===== config.mk =====
export PLATFORM = sky130hd
export DESIGN_NAME = qs_enq_agent
export DESIGN_NICKNAME = d
export VERILOG_FILES = /design/src/verilog/qs_mem_pkg.sv /design/src/verilog/qs_queue_pkg.sv /design/src/verilog/qs_enq_agent.sv
export SDC_FILE = /design/constraint.sdc
export NUM_CORES = 1
export LEC_CHECK = 0
export ABC_AREA = 1
export BUFFER_PORTS_ARGS = -buffer_cell sky130_fd_sc_hd__buf_2
export CAP_MARGIN = 20
export CORE_MARGIN = 5
export CORE_UTILIZATION = 52
export CTS_BUF_LIST = sky130_fd_sc_hd__clkbuf_4
export CTS_CLUSTER_SIZE = 25
export DETAILED_ROUTE_END_ITERATION = 12
export PLACE_DENSITY = 0.89
export SYNTH_ARGS = -nofsm -noshare
export SYNTH_HDL_FRONTEND = slang
export SYNTH_SLANG_ARGS = --single-unit

===== constraint.sdc =====
create_clock -name clk -period 6.9 [get_ports clk]
set_clock_uncertainty 0.05 [all_clocks]
set_input_delay 0.345 -clock clk [delete_from_list [all_inputs] [get_ports clk]]
set_output_delay 0.345 -clock clk [all_outputs]
set_load 0.01 [all_outputs]

===== src/verilog/qs_mem_pkg.sv =====
/*
 * Queue storage array types
 * Address, stored word and payload widths of the 128x35 register file,
 * plus the structs that carry one write or one read request to it
 */

package qs_mem_pkg;

    // Number of words in the shared array
    localparam int RF_DEPTH = 128;

    // Position of the even-parity bit inside a stored word
    localparam int PARITY_BIT = 34;

    // Array address, queue id on top and slot below
    typedef logic [6:0] rf_addr_t;

    // One stored word, parity in bit 34 and payload in bits 33 to 0
    typedef logic [34:0] rf_word_t;

    // Payload as seen on the queue ports
    typedef logic [33:0] payload_t;

    // Write port request
    typedef struct packed {
        logic     en;
        rf_addr_t addr;
        rf_word_t data;
    } rf_wr_t;

    // Read port request, data comes back one cycle later
    typedef struct packed {
        logic     en;
        rf_addr_t addr;
    } rf_rd_t;

endpackage


===== src/verilog/qs_queue_pkg.sv =====
/*
 * Queue level types
 * Queue id, wrap-bit pointers and geometry of the four hardware queues,
 * and the command and response structs of the queue and debug ports
 */

package qs_queue_pkg;

    import qs_mem_pkg::*;

    // Four queues of 32 entries share the 128-word array
    localparam int NUM_QUEUES  = 4;
    localparam int QUEUE_DEPTH = 32;
    localparam int SLOT_W      = 5;

    typedef logic [1:0] qid_t;

    // Slot in the low five bits, wrap bit on top to tell full from empty
    typedef logic [5:0] qptr_t;

    typedef struct packed {
        logic     valid;
        qid_t     qid;
        payload_t payload;
    } enq_cmd_t;

    typedef struct packed {
        logic valid;
        qid_t qid;
    } deq_cmd_t;

    // Empty and perr are only meaningful while valid is high
    typedef struct packed {
        logic     valid;
        logic     empty;
        logic     perr;
        payload_t payload;
    } deq_rsp_t;

    // Raw debug access to any word of the array
    typedef struct packed {
        logic     wr;
        logic     rd;
        rf_addr_t addr;
        rf_word_t data;
    } cfg_cmd_t;

endpackage


===== src/verilog/qs_enq_agent.sv =====
/*
 * Enqueue agent
 * Keeps the tail pointer of each queue, drops enqueues to a full queue
 * and writes accepted payloads into the array with even parity
 */

`timescale 1ns/100ps

module qs_enq_agent
    import qs_mem_pkg::*;
    import qs_queue_pkg::*;
(
     input  logic                     clk
    ,input  logic                     rst_n

    ,input  enq_cmd_t                 enq
    ,input  qptr_t [NUM_QUEUES-1:0]   head_ptrs
    ,output qptr_t [NUM_QUEUES-1:0]   tail_ptrs

    ,output rf_wr_t                   enq_wr
    ,output logic                     enq_drop
);

    qptr_t [NUM_QUEUES-1:0] tail_q;

    // Pointers of the addressed queue
    qptr_t tail_sel;
    qptr_t head_sel;

    logic full;
    logic accept;

    // ------------------------------------------------------------------------
    // Fullness
    // ------------------------------------------------------------------------

    assign tail_sel = tail_q[enq.qid];
    assign head_sel = head_ptrs[enq.qid];

    // Judged on start-of-cycle pointers, so a dequeue in this same cycle
    // does not make room for this enqueue
    assign full   = qptr_t'(tail_sel - head_sel) == qptr_t'(QUEUE_DEPTH);
    assign accept = enq.valid && !full;

    // ------------------------------------------------------------------------
    // Array write
    // ------------------------------------------------------------------------

    // The parity bit makes the number of ones in the word even
    always_comb begin
        enq_wr.en                        = accept;
        enq_wr.addr                      = {enq.qid, tail_sel[SLOT_W-1:0]};
        enq_wr.data[PARITY_BIT]          = ^enq.payload;
        enq_wr.data[PARITY_BIT-1:0]      = enq.payload;
    end

    // ------------------------------------------------------------------------
    // Tail pointers and drop flag
    // ------------------------------------------------------------------------

    always_ff @(posedge clk) begin
        if (!rst_n) begin
            tail_q   <= '0;
            enq_drop <= 1'b0;
        end else begin
            if (accept) begin
                tail_q[enq.qid] <= qptr_t'(tail_sel + 1'b1);
            end
            // Reported in the cycle after the dropped strobe
            enq_drop <= enq.valid && full;
        end
    end

    assign tail_ptrs = tail_q;

endmodule


==> results of run 1 <==
==> path summary, 6_finish.rpt <==
| path | from | to | slack, ns | cells past startpoint |
|---|---|---|---|---|
| max reg2reg | tail_ptrs[20] | tail_ptrs[12] | 4.11 | 16 |
| min | enq[36] | enq_drop | 0.28 | 3 |
| max | enq[35] | enq_wr[42] | 3.77 | 18 |
| min reg2reg | tail_ptrs[16] | tail_ptrs[16] | 0.49 | 4 |
==> cell type report <==
type | instances | area, µm² | area share
clock buffer | 4 | 30.03 | 0.009623
sequential | 25 | 500.5 | 0.1604
multi-input combinational | 349 | 1645 | 0.5273
inverter | 55 | 206.4 | 0.06616
tap | 70 | 87.58 | 0.02807
timing repair buffer | 130 | 650.6 | 0.2085
==> layout by cell type, fill, tap and decap left out <==
cell type and count:
dfxtp_1 25, a22oi_1 2, nand2_1 192, nor2_1 62, inv_2 2, xnor2_1 18
a221oi_1 4, nand4_1 7, buf_2 130, nand3_1 26, inv_1 52, nor2_2 3
nand3_2 1, a22o_1 4, clkbuf_4 4, o22ai_1 3, xor2_1 12, a21oi_1 6
nand2_2 2, clkinv_1 1, ha_1 6, nor3_1 1
==> registers in the layout (all words and copies together), names as in the netlist <==
signal / cells
tail_ptrs: 24
enq_drop: 1
==> kinds of logic after synthesis <==
group | share of synthesized area
buf+inv | 0.2093
xor+xnor | 0.09682
flops | 0.1844
compound gates | 0.04933
fa+ha+maj | 0.02766
simple gates | 0.4325
==> power by group <==
part	leakage [nW]	switching, mW	total, mW	internal (mW)
Clock	0.0184	0.0428	0.0694	0.0266
Combinational	1.70	0.135	0.220	0.0847
Sequential	0.204	0.00626	0.159	0.153
Total	1.92	0.184	0.449	0.264
==> critical path: cells and delay by family <==
family / cells / cell delay, ns
buf+inv: 5 / 0.61
simple gates: 10 / 1.01
fa+ha+maj: 1 / 0.34
compound gates: 2 / 0.41
==> metrics by stage <==
stage	area [µm²]	power [mW]	instances
6_report	3120	0.4485	633
3_5_place_dp	3090	0.3804	629
4_1_cts	3120	0.4497	633
3_3_place_gp	3090	0.3728	629
5_1_grt	3120	0.4848	633
2_1_floorplan	2714	0.3239	476
==> metal layers <==
layer  wire (µm)  vias to the layer above  global-route usage
li1            -                     1595                   -
met1        2803                     1356              0.2436
met2        3742                      151              0.3910
met3         691                       21             0.02711
met4         162                        0             0.05980
met5           0                        -                   0
==> results.yml, run 1 <==
floorplan:
  die_area_um2: 6763
  die_w_um: 82.24
  die_h_um: 82.24
  start_util: 0.5348
  ios: 131
  rows: 26
  coreArea_um2: 5075
cts:
  hold_buffers: 0
  cts_buffers: 3
  cts_tree: "built"
  cts.sinks: 25
  clk_pin_slew_ns: 0.13
  ctsResizeCount: 0
  postCtsSetupRepairBufs: 0
  cts_root_buffer: "clkbuf_4"
  cts_buffer_depth: 2
  ctsHtreeMaxLevel: 1
  clkLatencyLatePin_ns: 0.32
finish:
  nets: 633
  diodes: 0
  drive_gt1_frac: 0.2522
  fillers: 529
  fin_util: 0.6149
  area_growth_pct: 14.98
timing:
  tns_ns: 0
  finalCritPeriodShare: 0.4529
  tightest_slew_ns: 0.4991
  holdWs_ns: 0.2812
  finalHoldViolCount: 0
  slew_violations: 0
  worst_slack_ns: 3.775
  min_period_ns: 3.125
  relSlewSlack: 0.6669
  fmax_ghz: 0.3200
  rsz0062_at_grt: "no"
  finalSetupViolCount: 0
grt:
  grt_pass1_vias: 2753
  grt_start_max_net_pins: 26
  grt-ovfl-total: 0
  grt.total_usage: 0.2083
  grt_first_pass_wirelength_mm: 11.43
  antenna_found_initial: 0
setup_path:
  cp-start-kind: "primary input"
  path_cells: "buf_2 -> inv_2 -> nand2_1 -> inv_2 -> a22o_1 -> a221oi_1 -> ha_1 -> nand2_1 -> nand2_1 -> nor2_1 -> nand2_1 -> nand2_1 -> nand2_1 -> nor2_1 -> nand3_2 -> nand2_1 -> inv_1 -> buf_2"
  cp.required_ns: 6.50
  crit_path_top_delay_cell: "ha_1"
  worstSetupEndpointType: "output port"
  critPathArrivalTime_ns: 2.73
  critical_path_class: "primary input to output port"
  cp_max_fo: 11
  slowest_delay_ns: 0.34
  cpMostUsedCell: "nand2_1"
synth:
  ys_warn_count: 0
  ys_ff_latch: 25
  synth_top_area_share: 0.2656
  syn_area_um2: 2714
  synthTopCellsByArea: "nand2_1 27%, dfxtp_1 18%, buf_4 11%"
  synth_most_common_cell: "nand2_1"
  synth_commonest_cells: "192 x nand2_1, 62 x nor2_1, 52 x inv_1"
  synthFlopType: "dfxtp_1"
  postSynthAreaPerCell_um2: 5.701
  ys_async_sr_fraction: 0
  syn_inst: 476
  ys_seq_area_frac: 0.1844
  synth_nets: 545
  yosysTopAreaCell: "nand2_1"
  ys_types: 23
  synth_edf_count: 0
job:
  cap_violations: 0
power:
  leakage_nw: 1.924
  power.density_nw_per_um2: 143.7
  vdd_drop_max_uv: 68.42
placement:
  gp_congestion: 0.8940
  dp_hpwl_mm: 6.121
  dpl_worst_slack_ns: 3.590
  numPortBuffers: 130
worst_hold_path:
  hp-class: "primary input to flip-flop"
drt:
  ant_nets: 0
  drt-total-wl_mm: 7.400
  wire_per_inst_um: 11.69
  vias: 3123
  drc: 0
  routed_via_density: 4.934
  dr.pass1.iters: 5
  first_iter_violations: 271
status:
  status: "finished clean"
Note: power is estimated with default switching activity, not from simulation.
==> inputs of run 2 (changes only) <==
CORE_UTILIZATION = 44   (was 52)
PLACE_DENSITY = 0.8   (was 0.89)
clock period = 2.7 ns   (was 6.9 ns; I/O delays follow)
==> results.yml, run 2 (same netlist as run 1, synthesis figures left out) <==
cts:
  hold_buffers: 0
  clk_pin_slew_ns: 0.13
  cts_buffer_depth: 2
  cts_buffers: 3
  cts_tree: "built"
  ctsHtreeMaxLevel: 1
  cts.sinks: 25
  clkLatencyLatePin_ns: 0.32
  cts_root_buffer: "clkbuf_4"
floorplan:
  ios: 131
  die_h_um: 88.54
  start_util: 0.4557
  die_area_um2: 7838
  die_w_um: 88.54
  rows: 28
  coreArea_um2: 5956
drt:
  wl_met2_mm: 3.784
  ant_nets: 0
  routed_via_density: 4.718
  dr.pass1.iters: 4
  wl_met1_mm: 3.148
  vias: 3133
  top_layer: "met4"
  wire_per_inst_um: 11.31
  drc: 0
  drt-total-wl_mm: 7.513
  wl_met3_um: 496
  first_iter_violations: 169
worst_hold_path:
  hold_depth: 3
  hold_end: "enq_drop"
  hp-class: "primary input to flip-flop"
  hold_path_startpoint: "enq[36]"
grt:
  grt-ovfl-total: 0
  grt_first_pass_wirelength_mm: 12.01
  grt_pass1_vias: 2848
  grt_start_max_net_pins: 26
  antenna_found_initial: 0
  grt.total_usage: 0.1857
power:
  swShare: 0.4043
  seqPwrFrac: 0.340
  clock_power_share: 0.152
  leakage_nw: 2.051
  vdd_drop_max_uv: 206.4
  power.density_nw_per_um2: 354.3
  power.internal_mw: 0.7117
  p_sw_mw: 0.4831
  p_comb_frac: 0.509
  p_total_mw: 1.195
finish:
  drive_gt1_frac: 0.2954
  fillers: 604
  fin_util: 0.5662
  nets: 659
  final_design_area_no_fill_um2: 3372
  diodes: 0
  area_growth_pct: 24.25
  layout.cells.most_common_list: "192 x nand2_1, 130 x buf_2, 61 x nor2_1"
  final_common_cell: "nand2_1"
  final_cells: 664
  largest_reg_flops: 24
timing:
  worst_slack_ns: 0.2502
  finalSetupViolCount: 0
  tns_ns: 0
  finalHoldViolCount: 0
  slew_violations: 0
  min_period_ns: 2.450
  relSlewSlack: 0.7127
  holdWs_ns: 0.05671
  tightest_slew_ns: 0.4310
  finalCritPeriodShare: 0.9073
  fmax_ghz: 0.4082
placement:
  dp_cells: 658
  dp_hpwl_mm: 6.347
  numPortBuffers: 130
  placed_area_um2: 3289
  gp_congestion: 0.9094
  dpl_worst_slack_ns: -0.04533
setup_path:
  worstSetupEndpointType: "output port"
  cp.required_ns: 2.52
  critical_path_class: "flip-flop to output port"
  r2r.worst_path.cells: 20
  r2r_end: "tail_ptrs[9]"
  regToRegSetupSlack_ns: 0.32
  cp_max_fo: 6
  cp-start-kind: "flip-flop"
  r2r-start: "tail_ptrs[8]"
  critPathArrivalTime_ns: 2.26
job:
  cap_violations: 0
status:
  status: "finished clean"
## run 2: cell type report
cell class	count	area, µm²	area share
Tap cell	75	93.84	0.02783
Sequential cell	25	500.5	0.1484
Multi-Input combinational cell	349	1679	0.4980
Clock buffer	4	30.03	0.008905
Inverter	55	210.2	0.06234
Timing Repair Buffer	156	858.3	0.2545
## run 2: critical path, cell delays in order, from the launching register on
cell,delay (ns)
dfxtp_1,0.34
inv_1,0.08
nor2_1,0.05
nor2_1,0.15
nand2_2,0.12
ha_4,0.31
nand2_1,0.06
nand2_1,0.09
inv_1,0.05
nand2_1,0.07
nand2_1,0.06
nand2_1,0.06
nand2_1,0.06
nor2_1,0.11
nand3_2,0.08
nand2_1,0.09
inv_1,0.05
buf_2,0.13
## run 2: worst max-delay path by stage
stage	from	end
global route	tail_ptrs[0]	enq_wr[42]
finish	tail_ptrs[8]	enq_wr[42]
floorplan	enq[34]	tail_ptrs[21]
CTS	tail_ptrs[8]	enq_wr[42]
global placement	enq[34]	tail_ptrs[13]
detailed placement	enq[34]	tail_ptrs[14]
## run 2: what timing repair did
item / 4_1_cts / 5_1_grt
endpoints found under the hold margin: 0 / 0
endpoints found under the setup margin: 0 / 11
resized for setup: 0 / 7
buffers inserted: 0 / 2
## run 2: routing by layer
metal,GRT usage,vias to the layer above
li1,-,1644
met3,0.01676,11
met2,0.3447,108
met1,0.2318,1370
met4,0.03984,0
met5,0,-
## run 2: power groups by stage
stage	Clock, mW	Combinational (mW)	Sequential, mW
after global placement	0	0.575	0.414
after CTS	0.187	0.593	0.406
final	0.181	0.608	0.406
after detailed placement	0	0.590	0.414
after global routing	0.200	0.692	0.409
after floorplan	0	0.406	0.422
==> inputs of run 3 (changes only) <==
CORE_ASPECT_RATIO = 1.5   (was unset)
==> results.yml, run 3 (same netlist as run 1, synthesis figures left out) <==
status:
  status: "finished clean"
finish:
  final_design_area_no_fill_um2: 3403
  final_common_cell: "nand2_1"
  drive_gt1_frac: 0.3197
  seqCellArea_um2: 503.0
  fin_util: 0.5591
  fillers: 592
  nets: 658
  layout.cells.most_common_list: "186 x nand2_1, 130 x buf_2, 60 x nor2_1"
  multi_input_area_um2: 1728
  largest_reg_flops: 24
  area_growth_pct: 25.40
  diodes: 0
cts:
  cts_buffers: 3
  hold_buffers: 0
  cts_root_buffer: "clkbuf_4"
  clkLatencyLatePin_ns: 0.34
  cts.sinks: 25
  ctsHtreeMaxLevel: 1
  clk_pin_slew_ns: 0.14
  cts_tree: "built"
  cts_buffer_depth: 2
power:
  power.internal_mw: 0.7081
  vdd_drop_max_uv: 198.5
  clock_power_share: 0.146
  p_comb_frac: 0.517
  leakage_nw: 2.047
  seqPwrFrac: 0.337
  p_sw_mw: 0.5023
  power.density_nw_per_um2: 355.7
  swShare: 0.4150
setup_path:
  r2r_end: "tail_ptrs[16]"
  cp_max_fo: 8
  cp.required_ns: 2.52
  critPathArrivalTime_ns: 2.30
  r2r-start: "tail_ptrs[19]"
  regToRegSetupSlack_ns: 0.25
  critical_path_class: "primary input to output port"
  worstSetupEndpointType: "output port"
  cp-start-kind: "primary input"
  r2r.worst_path.cells: 19
floorplan:
  coreArea_um2: 6087
  die_area_um2: 7871
  die_h_um: 106.2
  rows: 35
  ios: 131
  die_w_um: 74.13
  start_util: 0.4458
timing:
  min_period_ns: 2.482
  tightest_slew_ns: 0.4360
  finalCritPeriodShare: 0.9192
  finalHoldViolCount: 0
  rsz0062_at_grt: "no"
  tns_ns: 0
  relSlewSlack: 0.7093
  finalSetupViolCount: 0
  slew_violations: 0
  fmax_ghz: 0.4029
drt:
  routed_via_density: 4.775
  ant_nets: 0
  vias: 3161
  dr.pass1.iters: 6
  first_iter_violations: 121
  drc: 0
  drt-total-wl_mm: 7.769
  wire_per_inst_um: 11.74
grt:
  grt-ovfl-total: 0
  grt_pass1_vias: 3005
  grt_start_max_net_pins: 26
  grt.total_usage: 0.1973
  antenna_found_initial: 0
  grt_first_pass_wirelength_mm: 12.58
placement:
  gp_congestion: 0.9326
  numPortBuffers: 130
  placed_area_um2: 3253
  dp_hpwl_mm: 6.622
job:
  cap_violations: 0
worst_hold_path:
  hold_depth: 3
  hp-class: "primary input to flip-flop"
  hold_path_startpoint: "enq[36]"
  hold_end: "enq_drop"
[run 3: cell count changes in the layout (fill, tap and decap cells not counted), moves of 2 or more]
cell,before,now
dfxtp_2,0,2
o22ai_1,3,1
nand2_1,192,186
dfxtp_1,25,23
o22ai_2,0,2
nand2_2,2,8
[run 3: how the worst max path moves through the flow]
stage	start	to	slack (ns)
floorplan	enq[34]	tail_ptrs[21]	0.28
global placement	enq[35]	tail_ptrs[16]	-0.05
detailed placement	enq[35]	tail_ptrs[16]	-0.07
CTS	tail_ptrs[7]	enq_wr[42]	0.006
global route	enq[35]	tail_ptrs[23]	0.01
finish	enq[34]	enq_wr[42]	0.22
[run 3: power groups by stage]
stage	Clock [mW]	Combinational [mW]	Sequential [mW]
2_1_floorplan	0	0.406	0.422
3_3_place_gp	0	0.581	0.414
3_5_place_dp	0	0.592	0.415
4_1_cts	0.182	0.598	0.407
5_1_grt	0.188	0.707	0.410
6_report	0.177	0.626	0.407
[run 3: final cells by class]
| type | instances | area share |
|---|---|---|
| flip-flops and latches | 25 | 0.1478 |
| well taps | 74 | 0.02721 |
| multi-input cells | 349 | 0.5077 |
| inverters | 55 | 0.06176 |
| clock inverters | 1 | 0.001471 |
| repair buffers | 155 | 0.2474 |
| clock buffers | 3 | 0.006618 |
[run 3: what timing repair did]
| item | in CTS | in global routing |
|---|---|---|
| pin swaps | 2 | 7 |
| resized for setup | 0 | 24 |
| buffers inserted | 2 | 3 |
| endpoints found under the hold margin | 0 | 0 |
| endpoints found under the setup margin | 1 | 25 |
[run 3: worst max-delay path, cell delays in order]
cell,delay [ns]
buf_2,0.18
buf_6,0.15
nor2_2,0.07
a22o_1,0.24
a221oi_2,0.27
ha_4,0.27
nand2_1,0.10
nand2_2,0.07
inv_1,0.08
nand2_2,0.06
nand2_1,0.05
nand2_1,0.09
nand3_2,0.12
nand3_2,0.14
nand2_1,0.09
inv_1,0.04
buf_2,0.13
[run 3: metrics by stage]
stage | hold slack [ns] | std cells | power, mW | worst slack [ns]
after floorplan | 0.3118 | 476 | 0.8278 | 0.2838
after global placement | 0.4134 | 654 | 0.9958 | -0.05152
after detailed placement | 0.4236 | 654 | 1.007 | -0.07347
after CTS | 0.04674 | 660 | 1.186 | 0.005970
after global routing | 0.06422 | 662 | 1.306 | 0.01344
final | 0.05713 | 662 | 1.210 | 0.2182
[run 3: per-layer routing]
metal / wire length [µm] / track usage / part of all wire / vias up
met5: 0 / 0 / 0 / -
met4: 280 / 0.08161 / 0.036 / 0
met3: 619 / 0.01892 / 0.080 / 26
met2: 4133 / 0.3871 / 0.53 / 128
met1: 2736 / 0.2005 / 0.35 / 1361
li1: - / - / - / 1646
